===== config.mk =====
export PLATFORM = sky130hd
export DESIGN_NAME = reg_file
export DESIGN_NICKNAME = d
export VERILOG_FILES = /design/src/riscv_pkg.sv /design/src/reg_file.sv
export SDC_FILE = /design/constraint.sdc
export NUM_CORES = 2
export LEC_CHECK = 0
export BUFFER_PORTS_ARGS = -buffer_cell sky130_fd_sc_hd__clkbuf_2
export CAP_MARGIN = 40
export CORE_MARGIN = 5
export CORE_UTILIZATION = 45
export CTS_BUF_LIST = sky130_fd_sc_hd__clkbuf_4 sky130_fd_sc_hd__clkbuf_8
export CTS_CLUSTER_DIAMETER = 60
export DETAILED_ROUTE_END_ITERATION = 10
export PLACE_DENSITY = 0.7
export SLEW_MARGIN = 15
export SYNTH_ARGS = -nofsm -noshare
export SYNTH_HDL_FRONTEND = slang
export SYNTH_SLANG_ARGS = --single-unit

===== constraint.sdc =====
create_clock -name clk_i -period 1.7 [get_ports clk_i]
set_input_delay 0.085 -clock clk_i [delete_from_list [all_inputs] [get_ports clk_i]]
set_output_delay 0.085 -clock clk_i [all_outputs]
set_load 0.1 [all_outputs]

===== src/riscv_pkg.sv =====
// shared RV32I memory types and widths; XLEN is fixed at 32 and lane views assume byte lanes
package riscv_pkg;

    // data path width
    localparam int XLEN = 32;

    // byte lanes per data word
    localparam int LANES = XLEN / 8;

    // register index width, 32 architectural registers
    localparam int REG_ADDR_W = 5;

    // memory operation from the EX/MEM register
    typedef enum logic [3:0]
    {
        MEM_NOP = 4'd0,
        // loads
        MEM_LB  = 4'd1,
        MEM_LBU = 4'd2,
        MEM_LH  = 4'd3,
        MEM_LHU = 4'd4,
        MEM_LW  = 4'd5,
        // stores
        MEM_SB  = 4'd6,
        MEM_SH  = 4'd7,
        MEM_SW  = 4'd8
    } mem_oper_t;

    // one memory word seen three ways
    typedef union packed
    {
        // whole word
        logic [XLEN-1:0] word;

        // byte lanes, index 0 is the lowest address
        logic [LANES-1:0][7:0] bytes;

        // halfword lanes, selected by address bit 1
        logic [LANES/2-1:0][15:0] halves;
    } mem_word_u;

endpackage : riscv_pkg


===== src/reg_file.sv =====
// write-back mux and 32-entry register file; x0 reads zero, read ports are combinational
`timescale 1ns/1ps

module reg_file
(
    input  logic                            clk_i,
    input  logic                            rstn_i,

    // from MEM/WB
    input  logic                            wb_use_mem_i,
    input  logic                            write_rd_i,
    input  logic [riscv_pkg::REG_ADDR_W-1:0] rd_addr_i,
    input  logic [riscv_pkg::XLEN-1:0]       alu_result_i,
    input  logic [riscv_pkg::XLEN-1:0]       dmem_rdata_i,

    // decode-side read ports
    input  logic [riscv_pkg::REG_ADDR_W-1:0] rs1_addr_i,
    input  logic [riscv_pkg::REG_ADDR_W-1:0] rs2_addr_i,
    output logic [riscv_pkg::XLEN-1:0]       rs1_data_o,
    output logic [riscv_pkg::XLEN-1:0]       rs2_data_o
);

    import riscv_pkg::*;

    localparam int NREGS = 2 ** REG_ADDR_W;

    // x0 has no storage
    logic [XLEN-1:0] regs [1:NREGS-1];
    logic [XLEN-1:0] wb_data;
    logic            wb_en;

    // write-back source
    assign wb_data = wb_use_mem_i ? dmem_rdata_i : alu_result_i;

    assign wb_en = write_rd_i && (rd_addr_i != '0);

    always_ff @(posedge clk_i or negedge rstn_i)
    begin
        if (!rstn_i)
        begin
            for (int i = 1; i < NREGS; i++)
            begin
                regs[i] <= '0;
            end
        end
        else if (wb_en)
        begin
            regs[rd_addr_i] <= wb_data;
        end
    end

    // read ports
    assign rs1_data_o = (rs1_addr_i == '0) ? '0 : regs[rs1_addr_i];
    assign rs2_data_o = (rs2_addr_i == '0) ? '0 : regs[rs2_addr_i];

endmodule : reg_file


---- Yosys cells after proc, flatten, opt, wreduce, memory -nomap -nowiden ----
Cells that the tools add are included.
word-level totals
  flip-flop bits (word level) ............. 992
  latch bits .............................. 0
  bits in writable memories ............... 0
  bits in read-only memories .............. 0
  bits of input ports ..................... 83
  output and inout port bits .............. 64
  memories kept ........................... 0
operators by class
  add/sub/neg operators ................... 0
  $mul .................................... 0
  divide/modulo/power cells ............... 0
  $lt $le $gt $ge ......................... 4
  equal/unequal tests ..................... 0
  shifts and indexed selects .............. 0
  multiplexer cells ....................... 12
  bitwise gates (word level) .............. 3
  reductions and logical operators ........ 5
operator list
  cell                  count
  $bwmux W992           1
  $bmux W32 S5          2
  $mux W32              8
  $demux W32 S5         1
  $ge A6 B6 Y1 const B  3
  $not A5 Y6            3
  $logic_not A5 Y1      2
  $lt A6 B1 Y1 const B  1
  $reduce_bool A5 Y1    1
  $logic_and A1 B1 Y1   2

---- Depth between registers and ports, before layout ----
  word-level depth ........................ 6
  depth in mapped cells ................... 9

---- Worst setup path before layout ----
OpenSTA, ideal clock, no wires.
  kind .................................... input -> output
  from .................................... input rs2_addr_i[1] in the netlist's numbering
  to ...................................... output rs2_data_o[2] in the netlist's numbering
  arrival ................................. 3.333 ns
  setup slack ............................. -1.718 ns
  cell stages on the path ................. 7
  buffers on the path ..................... 3
  path through ............................ buf_2 > buf_2 > buf_4 > mux4_2 > mux2i_1 > a22o_1 > a211oi_1
on the way
  word-level cells in the longest chain between the ends .. 5
RTL lines
  item                                          line            text
  from (decl)                                   reg_file.sv:18  input logic [riscv_pkg::REG_ADDR_W-1:0] rs2_addr_i,
  $not A5 Y6 (not written as such)              reg_file.sv:54  assign rs2_data_o = (rs2_addr_i == '0) ? '0 : regs[rs2_addr_i];
  $bmux W32 S5                                  reg_file.sv:54
  $mux W32 (not written as such) (2 in series)  reg_file.sv:54
  $mux W32 (*)                                  reg_file.sv:54
  to (decl)                                     reg_file.sv:20  output logic [riscv_pkg::XLEN-1:0] rs2_data_o
Mark *: on every way between the ends. The rest lies on a longest branch, timed or not. The select of a mux whose other input is x is not followed.

---- Final worst setup path ----
  from .................................... register regs[265] in the netlist's numbering
  to ...................................... output rs1_data_o[9] in the netlist's numbering
on the way
  word-level cells in the longest chain between the ends .. 4
RTL lines
  item                                          line            text
  from (decl)                                   reg_file.sv:28  logic [XLEN-1:0] regs [1:NREGS-1];
  from (signal, indexed assignment)             reg_file.sv:48  regs[rd_addr_i] <= wb_data;
  $bmux W32 S5                                  reg_file.sv:53  assign rs1_data_o = (rs1_addr_i == '0) ? '0 : regs[rs1_addr_i];
  $mux W32 (not written as such) (2 in series)  reg_file.sv:53
  $mux W32                                      reg_file.sv:53
  to (decl)                                     reg_file.sv:19  output logic [riscv_pkg::XLEN-1:0] rs1_data_o,
Every way passes these cells. The select of a mux whose other input is x is not followed.

==> results.toml <==
[final_layout]
drive_above_1_share_pct = 33.2
final_cells = 7123
multi_input_area_sq_mm = 0.0258
largest_register_ff_count = 992
syn_to_final_growth_pct = 29.3
utilization_pct = 58.7
reg_top3 = "regs x992"
regArea_sq_mm = 0.0248
layout.nets = 5564
fillers = 8825
regMostFlops = "regs"

[yosys]
synth_edf_count = 0
synth_top_family_by_area = "multiplexers"
postSynth.asyncResetShare_pct = 100
avgSynthCellArea_sq_um = 10.9
synth_common_cells = "992 x dfrtp_1, 524 x nand2_1, 514 x o21ai_0"
synthFlopType = "dfrtp_1"
muxShareOfSynthArea_pct = 24.0
synth.area.top_cells = "dfrtp_1 48%, mux4_2 16%, mux2i_1 6.4%"
ys_seq_area_share_pct = 47.7
syn-instance-count = 4772
synth_seq_cells = 992
synth-simple-area-share_pct = 10.2
synth_xor_area_share_pct = 0
yosysWarnings = 0
synth_compound_gate_area_share_pct = 13.6
syn_nets = 4855
yosysTopAreaCell = "dfrtp_1"
synth_area_sq_mm = 0.0520
synthAdderAreaFrac_pct = 0
yosysMostFrequentCell = "dfrtp_1"
synth_cell_types = 43
synth_top_area_share_pct = 47.7

[placement]
place_congestion = 0.897
place_inst = 6704
portBuffers = 146
dpl.hpwl_um = 119000

[floorplanning]
die_w_um = 350
die_y_um = 350
initial_core_util_pct = 45.4
placementRows = 124
core_area_sq_mm = 0.115
ios = 147
dieArea_sq_mm = 0.123

[timing]
tightest_slew_ns = 0.769
finalSetupTns_ns = -56.70
slew_headroom_pct = 48.7
setup-violations-final = 64
fin_crit_sh_pct = 162
hold_violations = 0
layout_min_cycle_time_ns = 2.75
skew_ns = 0
fin_ws_ns = -1.05
rsz0062_at_grt = "yes"
timing.fmax_mhz = 364
finalMaxSlewViolations = 0

[power_and_ir_drop]
clkPwrFrac_pct = 29.1
p_int_mw = 54.7
ir_worst_vdd_mv = 0.730
powerDensity_mw_per_mm2 = 1200
net-switching-power_mw = 26.2
p_sw_share_pct = 32.4
p_leak_nw = 29.9
p_comb_share_pct = 30.6
power_mw = 81.0
seqPwrFrac_pct = 40.3

[global_routing]
antenna_found_initial = 3
grt_pass1_wl_um = 278000
overflow = 0
grt_max_degree = 92
grt_pass1_vias = 44920
track_usage_pct = 30.0

[detailed_routing]
routed-wl-met3_um = 20600
vias = 44454
wl_per_cell_um = 26.2
dr_wl_met2_um = 85400
via_per_inst = 6.24
drc = 0
first_iter_violations = 5239
dr.pass1.iters = 6
drtAntennaViolNets = 0
wl_um = 186000
met1_length_um = 69200
top_layer = "met4"

[worst_setup_path]
start_kind = "flop"
cp_max_fo = 2
cp.required_ns = 1.62
endpoint_kind = "output port"
worstPathArrival_ns = 2.67
crit_type = "flop to output port"

[outcome]
violations = "negative setup slack"
outcome = "finished with violations"

[clock_network]
cts.path.max_buffers = 3
clock-sinks = 992
insertion_delay_ns = 0.88
numCtsBuffers = 165
cts_tree = "built"
path_clk_slew_ns = 0.06
cts_root_buf = "clkbuf_8"
h-tree-depth = 4

[hold_path]
hp-class = "input port to asynchronous set/reset pin"

[flow_run]
drv_cap = 0
[per-stage QoR]
step           hold WS, ns  setup slack (ns)  area (sq um)
3_5_place_dp       -0.0570            -0.519         62000
4_1_cts              0.233             -1.07         66900
3_3_place_gp       -0.0541            -0.522         62000
5_1_grt              0.274             -1.12         67300
2_1_floorplan       -0.211            -0.896         52500
6_report             0.278             -1.05         67300
[power by group through the flow]
stage	combinational [mW]	sequential, mW	clock (mW)
after floorplan	14.5	31.8	0
after global placement	22.9	32.4	0
after detailed placement	23.6	32.7	0
after CTS	24.3	32.4	23.7
after global routing	26.6	33.1	24.8
final	24.8	32.7	23.5
[cell families (layout without fill, tap and decap cells)]
group / after synthesis / after routing
AOI/OAI and AO/OA: 1251 / 1251
muxes: 770 / 770
other: 0 / 3
buffers and inverters: 509 / 1345
and+or+nand+nor: 1250 / 1250
DFF: 992 / 992
[per-layer routing]
metal | GRT usage (%) | vias to the layer above
li1 | - | 18814
met2 | 46.9 | 2667
met4 | 15.7 | 0
met5 | 0 | -
met1 | 38.8 | 22314
met3 | 7.77 | 659
[placed cells by master, fill, tap and decap left out, drive strengths merged, types with 32 or more instances in the layout]
master,instances
a21oi,480
a221oi,38
a22oi,92
buf,895
clkbuf,327
dfrtp,992
dlygate4sd3,75
mux2,62
mux2i,334
mux4,374
nand2,525
nand2b,32
nand3,43
nor2,506
nor2b,46
nor3,43
o21ai,514
[area by class of cell]
cell class / instances / share of cell area, %
sequential: 992 / 36.9
inverter: 8 / 0.0446
timing repair buffer: 1043 / 16.5
multi-input combinational: 3271 / 38.3
clock inverter: 40 / 0.590
clock buffer: 254 / 4.88
antenna: 3 / 0.0112
tap: 1512 / 2.81
[worst paths after layout]
| path | start | end | slack (ns) | cells after the start |
|---|---|---|---|---|
| worst min register to register | regs[822] | regs[822] | 0.50 | 2 |
| worst max-delay path | regs[265] | rs1_data_o[9] | -1.05 | 5 |
| min in group clk_i | alu_result_i[23] | regs[791] | 0.31 | 5 |
| worst max register to register | regs[123] | regs[123] | 0.47 | 3 |
| worst min-delay path | rstn_i | regs[165] | 0.28 | 3 |
| max in group asynchronous | rstn_i | regs[860] | 0.20 | 6 |
[worst max-delay path, stage by stage, from the launching register on]
cell     delay (ns)
dfrtp_1        0.39
mux4_2         0.51
mux2i_2        0.20
o22ai_1        0.12
or3_4          0.38
buf_12         0.18
[timing repair]
item,in CTS,in global routing
buffers inserted,27,20
hold endpoints to repair,1984,0
pin swaps,52,13
gates cloned,0,2
setup endpoints to repair,64,66
gates resized for setup,61,50
hold buffers,75,0
Power figures use the tool's default switching activity.
