## config.mk

```make
export PLATFORM = sky130hd
export DESIGN_NAME = mem_rw
export DESIGN_NICKNAME = d
export VERILOG_FILES = /design/src/riscv_pkg.sv /design/src/mem_rw.sv
export SDC_FILE = /design/constraint.sdc
export NUM_CORES = 1
export LEC_CHECK = 0
export BUFFER_PORTS_ARGS = -buffer_cell sky130_fd_sc_hd__clkbuf_2
export CAP_MARGIN = 0
export CORE_AREA = 2 2 96 98
export CTS_BUF_LIST = sky130_fd_sc_hd__clkbuf_4 sky130_fd_sc_hd__clkbuf_8
export DETAILED_ROUTE_END_ITERATION = 10
export DIE_AREA = 0 0 98 100
export PLACE_DENSITY_LB_ADDON = 0.1
export SLEW_MARGIN = 20
export SYNTH_ARGS = -nofsm -noshare
export SYNTH_HDL_FRONTEND = slang
export SYNTH_SLANG_ARGS = --single-unit
```

## constraint.sdc

```tcl
create_clock -name clk_i -period 3.7 [get_ports clk_i]
set_clock_uncertainty 0.2 [all_clocks]
set_input_delay 0 -clock clk_i [delete_from_list [all_inputs] [get_ports clk_i]]
set_output_delay 0 -clock clk_i [all_outputs]
set_load 0.03 [all_outputs]
```

## src/riscv_pkg.sv

```systemverilog
// shared RV32I memory types and widths; XLEN is fixed at 32 and lane views assume byte lanes
package riscv_pkg;

    // data path width
    localparam int XLEN = 32;

    // byte lanes per data word
    localparam int LANES = XLEN / 8;

    // register index width, 32 architectural registers
    localparam int REG_ADDR_W = 5;

    // memory operation from the EX/MEM register
    typedef enum logic [3:0]
    {
        MEM_NOP = 4'd0,
        // loads
        MEM_LB  = 4'd1,
        MEM_LBU = 4'd2,
        MEM_LH  = 4'd3,
        MEM_LHU = 4'd4,
        MEM_LW  = 4'd5,
        // stores
        MEM_SB  = 4'd6,
        MEM_SH  = 4'd7,
        MEM_SW  = 4'd8
    } mem_oper_t;

    // one memory word seen three ways
    typedef union packed
    {
        // whole word
        logic [XLEN-1:0] word;

        // byte lanes, index 0 is the lowest address
        logic [LANES-1:0][7:0] bytes;

        // halfword lanes, selected by address bit 1
        logic [LANES/2-1:0][15:0] halves;
    } mem_word_u;

endpackage : riscv_pkg

```

## src/mem_rw.sv

```systemverilog
// load/store lane logic with MEM/WB registers; misaligned accesses follow the lane rule, no trap
`timescale 1ns/1ps

module mem_rw
(
    input  logic                            clk_i,
    input  logic                            rstn_i,

    // data memory side
    output logic [riscv_pkg::XLEN-1:0]       rw_addr_o,
    output logic                            read_o,
    input  logic [riscv_pkg::XLEN-1:0]       rdata_i,
    output logic [riscv_pkg::LANES-1:0]      wsel_byte_o,
    output logic [riscv_pkg::XLEN-1:0]       wdata_o,

    // from EX/MEM
    input  logic [riscv_pkg::XLEN-1:0]       alu_result_i,
    input  logic [riscv_pkg::XLEN-1:0]       alu_oper2_i,
    input  riscv_pkg::mem_oper_t             mem_oper_i,
    input  logic                            wb_use_mem_i,
    input  logic                            write_rd_i,
    input  logic [riscv_pkg::REG_ADDR_W-1:0] rd_addr_i,

    // MEM/WB register outputs
    output logic                            wb_use_mem_o,
    output logic                            write_rd_o,
    output logic [riscv_pkg::REG_ADDR_W-1:0] rd_addr_o,
    output logic [riscv_pkg::XLEN-1:0]       alu_result_o,
    output logic [riscv_pkg::XLEN-1:0]       dmem_rdata_o
);

    import riscv_pkg::*;

    mem_word_u         rd_word;
    logic [1:0]        lane;
    logic [7:0]        ld_byte;
    logic [15:0]       ld_half;
    logic [XLEN-1:0]   load_data;
    logic [LANES-1:0]  wsel_byte;
    logic [XLEN-1:0]   wdata;
    logic              read;

    assign rd_word.word = rdata_i;
    assign lane = alu_result_i[1:0];

    // addressed byte and halfword of the returned word
    assign ld_byte = rd_word.bytes[lane];
    assign ld_half = rd_word.halves[lane[1]];

    always_comb
    begin
        load_data = '0;
        wsel_byte = '0;
        wdata = '0;
        read = 1'b0;

        case (mem_oper_i)
            MEM_LB:
            begin
                read = 1'b1;
                load_data = {{(XLEN-8){ld_byte[7]}}, ld_byte};
            end
            MEM_LBU:
            begin
                read = 1'b1;
                load_data = {{(XLEN-8){1'b0}}, ld_byte};
            end
            MEM_LH:
            begin
                read = 1'b1;
                load_data = {{(XLEN-16){ld_half[15]}}, ld_half};
            end
            MEM_LHU:
            begin
                read = 1'b1;
                load_data = {{(XLEN-16){1'b0}}, ld_half};
            end
            MEM_LW:
            begin
                read = 1'b1;
                load_data = rd_word.word;
            end
            // stores move the low bits of oper2 into lane position
            MEM_SB:
            begin
                wsel_byte = LANES'(1) << lane;
                wdata = alu_oper2_i << {lane, 3'b000};
            end
            MEM_SH:
            begin
                // bit 0 of the address is ignored
                wsel_byte = lane[1] ? 4'b1100 : 4'b0011;
                wdata = lane[1] ? {alu_oper2_i[15:0], 16'h0000}
                                : {16'h0000, alu_oper2_i[15:0]};
            end
            MEM_SW:
            begin
                wsel_byte = '1;
                wdata = alu_oper2_i;
            end
            default:
            begin
                // MEM_NOP and unused codes touch nothing
                read = 1'b0;
            end
        endcase
    end

    assign rw_addr_o = (mem_oper_i != MEM_NOP) ? alu_result_i : '0;
    assign read_o = read;
    assign wsel_byte_o = wsel_byte;
    assign wdata_o = wdata;

    // MEM/WB stage
    always_ff @(posedge clk_i or negedge rstn_i)
    begin
        if (!rstn_i)
        begin
            wb_use_mem_o <= 1'b0;
            write_rd_o <= 1'b0;
            rd_addr_o <= '0;
            alu_result_o <= '0;
            dmem_rdata_o <= '0;
        end
        else
        begin
            wb_use_mem_o <= wb_use_mem_i;
            write_rd_o <= write_rd_i;
            rd_addr_o <= rd_addr_i;
            alu_result_o <= alu_result_i;
            dmem_rdata_o <= load_data;
        end
    end

endmodule : mem_rw

```

# After elaboration in Yosys (flattened, before gate mapping)
# Index checks and enable logic that the tools add are counted.
# classes
n_lt_le_gt_ge,2
n_reduce_logical,2
muxes,11
shifts,2
eq_ne,8
# ops
cell,count
$pmux 32 s5,1
$pmux 32 s3,1
$mux 32,2
$mux 16,2
$shl 32x5->32,1
$bmux 8 s2,1
$eq 4x3->1 const B,4
$pmux 4 s3,1
$eq 4x2->1 const B,2
$mux 8,1
$reduce_or 5->1,1
$eq 4x1->1 const B,1
$eq 4x4->1 const B,1
$mux 4,1
$reduce_bool 4->1,1
$shl 1x2->4 const A,1
$lt 2x3->1 const B,1
$lt 1x2->1 const B,1
$mux 1,1
# totals
word_cells,30
output_inout_bits,140
input_bits,109
reg_bits,71

# Logic depth before layout (Yosys ltp)
# logic_depth
depth_word,3
ltp_mapped,7

# Worst setup path before layout
# OpenSTA, ideal clock, no wires.
# synth_timing
path_type,input to output
start,input alu_result_i[0] in the netlist's numbering
end,output wdata_o[17] in the netlist's numbering
cell_stages,7
setup_slack_ns,1.970
arrival_time_ns,1.530
cell_sequence,buf_2 > buf_2 > buf_2 > mux2i_1 > nor2_1 > a21oi_1 > o21ai_0
# synth_between
elab_chain_len,2
# synth_rtl
element,line,source
start: declaration,mem_rw.sv:17,"input logic [riscv_pkg::XLEN-1:0] alu_result_i,"
$shl 32x5->32,mem_rw.sv:87,"wdata = alu_oper2_i << {lane, 3'b000};"
$pmux 32 s3,mem_rw.sv:57,case (mem_oper_i)
end: declaration,mem_rw.sv:14,"output logic [riscv_pkg::XLEN-1:0] wdata_o,"
# Every way passes these cells.

# Worst setup path after layout
# layout_timing
start,input alu_result_i[1] in the netlist's numbering
end,register dmem_rdata_o[1] in the netlist's numbering
# layout_between
elab_chain_len,3
word_cells_on_any_way,5
classes_between,5 x mux
# layout_rtl
element,line,source
$bmux 8 s2 / $mux 16 (equally long branches),"mem_rw.sv:47, mem_rw.sv:48",
$mux 8 (not written as such) / $mux 16 (equally long branches),"mem_rw.sv:47, mem_rw.sv:48",
$pmux 32 s5 *,mem_rw.sv:57,
named net load_data[1],mem_rw.sv:38,logic [XLEN-1:0] load_data;
end signal: assignment,mem_rw.sv:131,dmem_rdata_o <= load_data;
end: declaration,mem_rw.sv:29,output logic [riscv_pkg::XLEN-1:0] dmem_rdata_o
# The timed path passes the listed nets; every way through them passes the cells marked *. The select of a mux whose other input is x is not followed.

==> key figures <==
STA
  – Slew headroom: 0.383
  – Final setup viols: 0
  – Final Critical Period: 2.74 ns
  – Unrepaired setup endpoints after global routing: no
  – Total negative slack: 0 ns
  – Slew Viols, Final: 0
  – Final Cycle Share: 0.741
  – Final Hold Viols: 0
  – Worst-Margin Slew: approximately 0.9 ns
  – Fmax: 365 MHz

Setup path
  – CP delay by family, top: buffers and inverters
  – Crit. End Element: flip-flop
  – Crit-path cells: clkbuf_2, clkinv_1, nor3_2, a221o_1, dlygate4sd3_1
  – CP Data Arrival Time: 2.80 ns
  – Crit-path max cell delay: 0.85 ns
  – Crit start category: input pin
  – Max FO, Critical Path: 35
  – Crit path required time: 3.76 ns
  – CP Class: input pin to flip-flop
  – CP bufs+invs: 3
  – Setup crit start: alu_result_i[1]
  – Critical-path top delay cell: nor3_2

Logic synthesis
  – Asr flop ratio synth: 1.00
  – YS warnings: 0
  – Avg Cell Area, Syn: 10.5 um^2
  – Dominant cell type by area after synthesis: dfrtp_1
  – Synth Instances: 332
  – Cell with the most instances after synthesis: dfrtp_1
  – Most instantiated cells after synthesis: dfrtp_1, nand2_1, nor2_1, nor2b_1, a221o_1
  – Yosys top cell area share: 0.509
  – Number of flops mapped to enable cells by yosys: 0
  – Netlist Area Pre-Place: between 3000 and 4000 um^2
  – Sequential fraction of the synthesis area: 0.509
  – Top_reg_cell synth: dfrtp_1
  – Yosys reg bits: between 70 and 80
  – Yosys cell types: between 40 and 50
  – Synthesized netlist net count: 441
  – Synth top area cells: dfrtp_1, a221o_1, nor2b_1, mux2i_1, nand2_1

GRT
  – Number of global-route vias before repair: about 3,800
  – First-pass GRT wire length: about 19 mm
  – GRT Util Overall: 0.243
  – Grt ovf: 0
  – Largest net degree at the start of global routing: 72
  – Initial antenna violation count: 0

Route
  – 1st-iter DRT viols: about 110
  – DRC violations left: 0
  – DR WL/cell: 16.1 um
  – Post-DRT Antenna Nets: 0
  – Drt via density: 5.01
  – Drt first pass iters: 5
  – Routed wire length: 12.3 mm
  – DR vias: 3,833

Layout
  – Antenna diodes: 0
  – Layout fillers: ~750
  – Design Area, Final: 5840 um^2
  – Layout net count: 758
  – Share of post-route cells with drive strength above 1: 0.433
  – Synth-to-layout area growth: 67.2%
  – Finished Core Util: 0.657
  – Area of the multi-input gates: between 1500 and 2000 um^2
  – Fin cells: about 770
  – Reg area: 1780 um^2

Power
  – Switch share: 0.307
  – VDD IR-drop max: about 0.00023 V
  – Flop pwr share: 0.385
  – Pwr Total: about 2.2 mW
  – Pwr Density: 369 nW/um^2
  – Total leakage power: 3.12 nW
  – Gate power share: 0.261
  – Internal cell power: around 1.5 mW
  – Clock power frac: 0.354
  – NetSw: around 660 uW

Clock tree
  – CTS tree: built
  – Clock Tree Root: clkbuf_8
  – H-tree Lvls: 3
  – Maximum root-to-sink buffer count: 2
  – CTS Sinks: 71
  – CTS Buf Count: 9
  – Worst-path clk slew: 0.07 ns
  – Post-CTS Resized: 0

Floorplanning
  – Initial Utilization: 0.393
  – Row cnt: 35
  – Io pins: ~250
  – Die H: ~100 um
  – Core area: 8890 um^2
  – Die area: 9800 um^2
  – Width of the die: 98 um

Status
  – Outcome: completed

Placement
  – Placed cell areas: roughly 4800 um^2
  – Post-DP HPWL: 8.18 mm
  – GPL Wtd Cong: ~0.78
  – Number of I/O port buffers: 248
  – Placed Cells: 671

Hold path
  – Hold depth: 4
  – Hold Path Sink: dmem_rdata_o[4]
  – Min-delay worst type: input pin to flip-flop
  – Hold Crit Start: mem_oper_i[2]

Job
  – MaxCap Viol Count: 0
registers in the layout, summed over array words and instances, names as in the netlist:
register	cells
wb_use_mem_o	1
rd_addr_o	5
dmem_rdata_o	32
alu_result_o	32
write_rd_o	1
cells in the final DEF (no fill, tap or decap), drive strengths merged, types with 2 or more instances in the layout:
master       synthesis  layout
o311ai               2       2
and2                 8       8
buf                 15       3
dlygate4sd3          0      78
clkinv               1       2
a21oi               11      11
mux2i               18      18
a221o               22      22
nor2b               32      32
o21ai               11      11
a22o                 8       8
bufinv               0       3
and3                 2       2
dfrtp               71      71
nor3                 3       3
mux2                 7       7
nand4bb              2       2
a22oi               14      14
nand2               38      38
o21bai               2       2
inv                  4       6
clkbuf               7     257
nor2                32      32
nand2b               2       2
nand3b               2       2
what timing repair did:
| action | in CTS | in global routing |
|---|---|---|
| hold buffers | 78 | 0 |
| buffers inserted | 0 | 0 |
| endpoints found under the hold margin | 140 | 0 |
per-stage QoR:
step / hold WS (ns) / worst slack (ns)
floorplan: -0.496 / 1.97
global placement: -0.0904 / 1.20
detailed placement: -0.0903 / 1.12
CTS: 0.00177 / 1.01
global route: 0.0614 / 0.788
finish: 0.0430 / 0.959
power groups by stage:
stage / combinational, mW / sequential [mW] / clock, mW
2_1_floorplan: 0.206 / 0.934 / 0
3_3_place_gp: 0.485 / 0.843 / 0
4_1_cts: 0.559 / 0.829 / 0.780
5_1_grt: 0.599 / 0.833 / 0.816
3_5_place_dp: 0.490 / 0.844 / 0
6_report: 0.562 / 0.829 / 0.762
worst max path at each step:
stage / slack (ns) / endpoint / depth (start not counted)
2_1_floorplan: 1.97 / wdata_o[17] / 7
3_3_place_gp: 1.20 / wdata_o[16] / 6
3_5_place_dp: 1.12 / wdata_o[9] / 5
4_1_cts: 1.01 / dmem_rdata_o[2] / 5
5_1_grt: 0.79 / dmem_rdata_o[2] / 5
6_report: 0.96 / dmem_rdata_o[1] / 5
per-layer routing:
| metal | GRT usage | wire (um) | vias to the layer above |
|---|---|---|---|
| met4 | 0.0908 | 202 | 0 |
| li1 | - | - | 1829 |
| met2 | 0.444 | 6540 | 182 |
| met3 | 0.0585 | 914 | 14 |
| met1 | 0.275 | 4630 | 1808 |
| met5 | 0 | 0 | - |
logic make-up (layout without fill, tap and decap cells):
| kind of cell | Yosys count | after routing | synth area share |
|---|---|---|---|
| adders and majority gates | 1 | 1 | 0.00287 |
| muxes | 26 | 26 | 0.0806 |
| DFF | 71 | 71 | 0.509 |
| and+or+nand+nor | 129 | 129 | 0.194 |
| buffers and inverters | 27 | 349 | 0.0366 |
| AOI/OAI and AO/OA | 77 | 77 | 0.175 |
| xor gates and xnor gates | 1 | 1 | 0.00251 |
layout make-up:
type,instances,share of cell area
inverters,5,0.00321
repair buffers,328,0.349
clock buffers,10,0.0225
clock inverters,6,0.0199
well taps,111,0.0238
multi-input cells,234,0.277
flip-flops and latches,71,0.304
No activity file was read; power rests on OpenSTA's default activity.
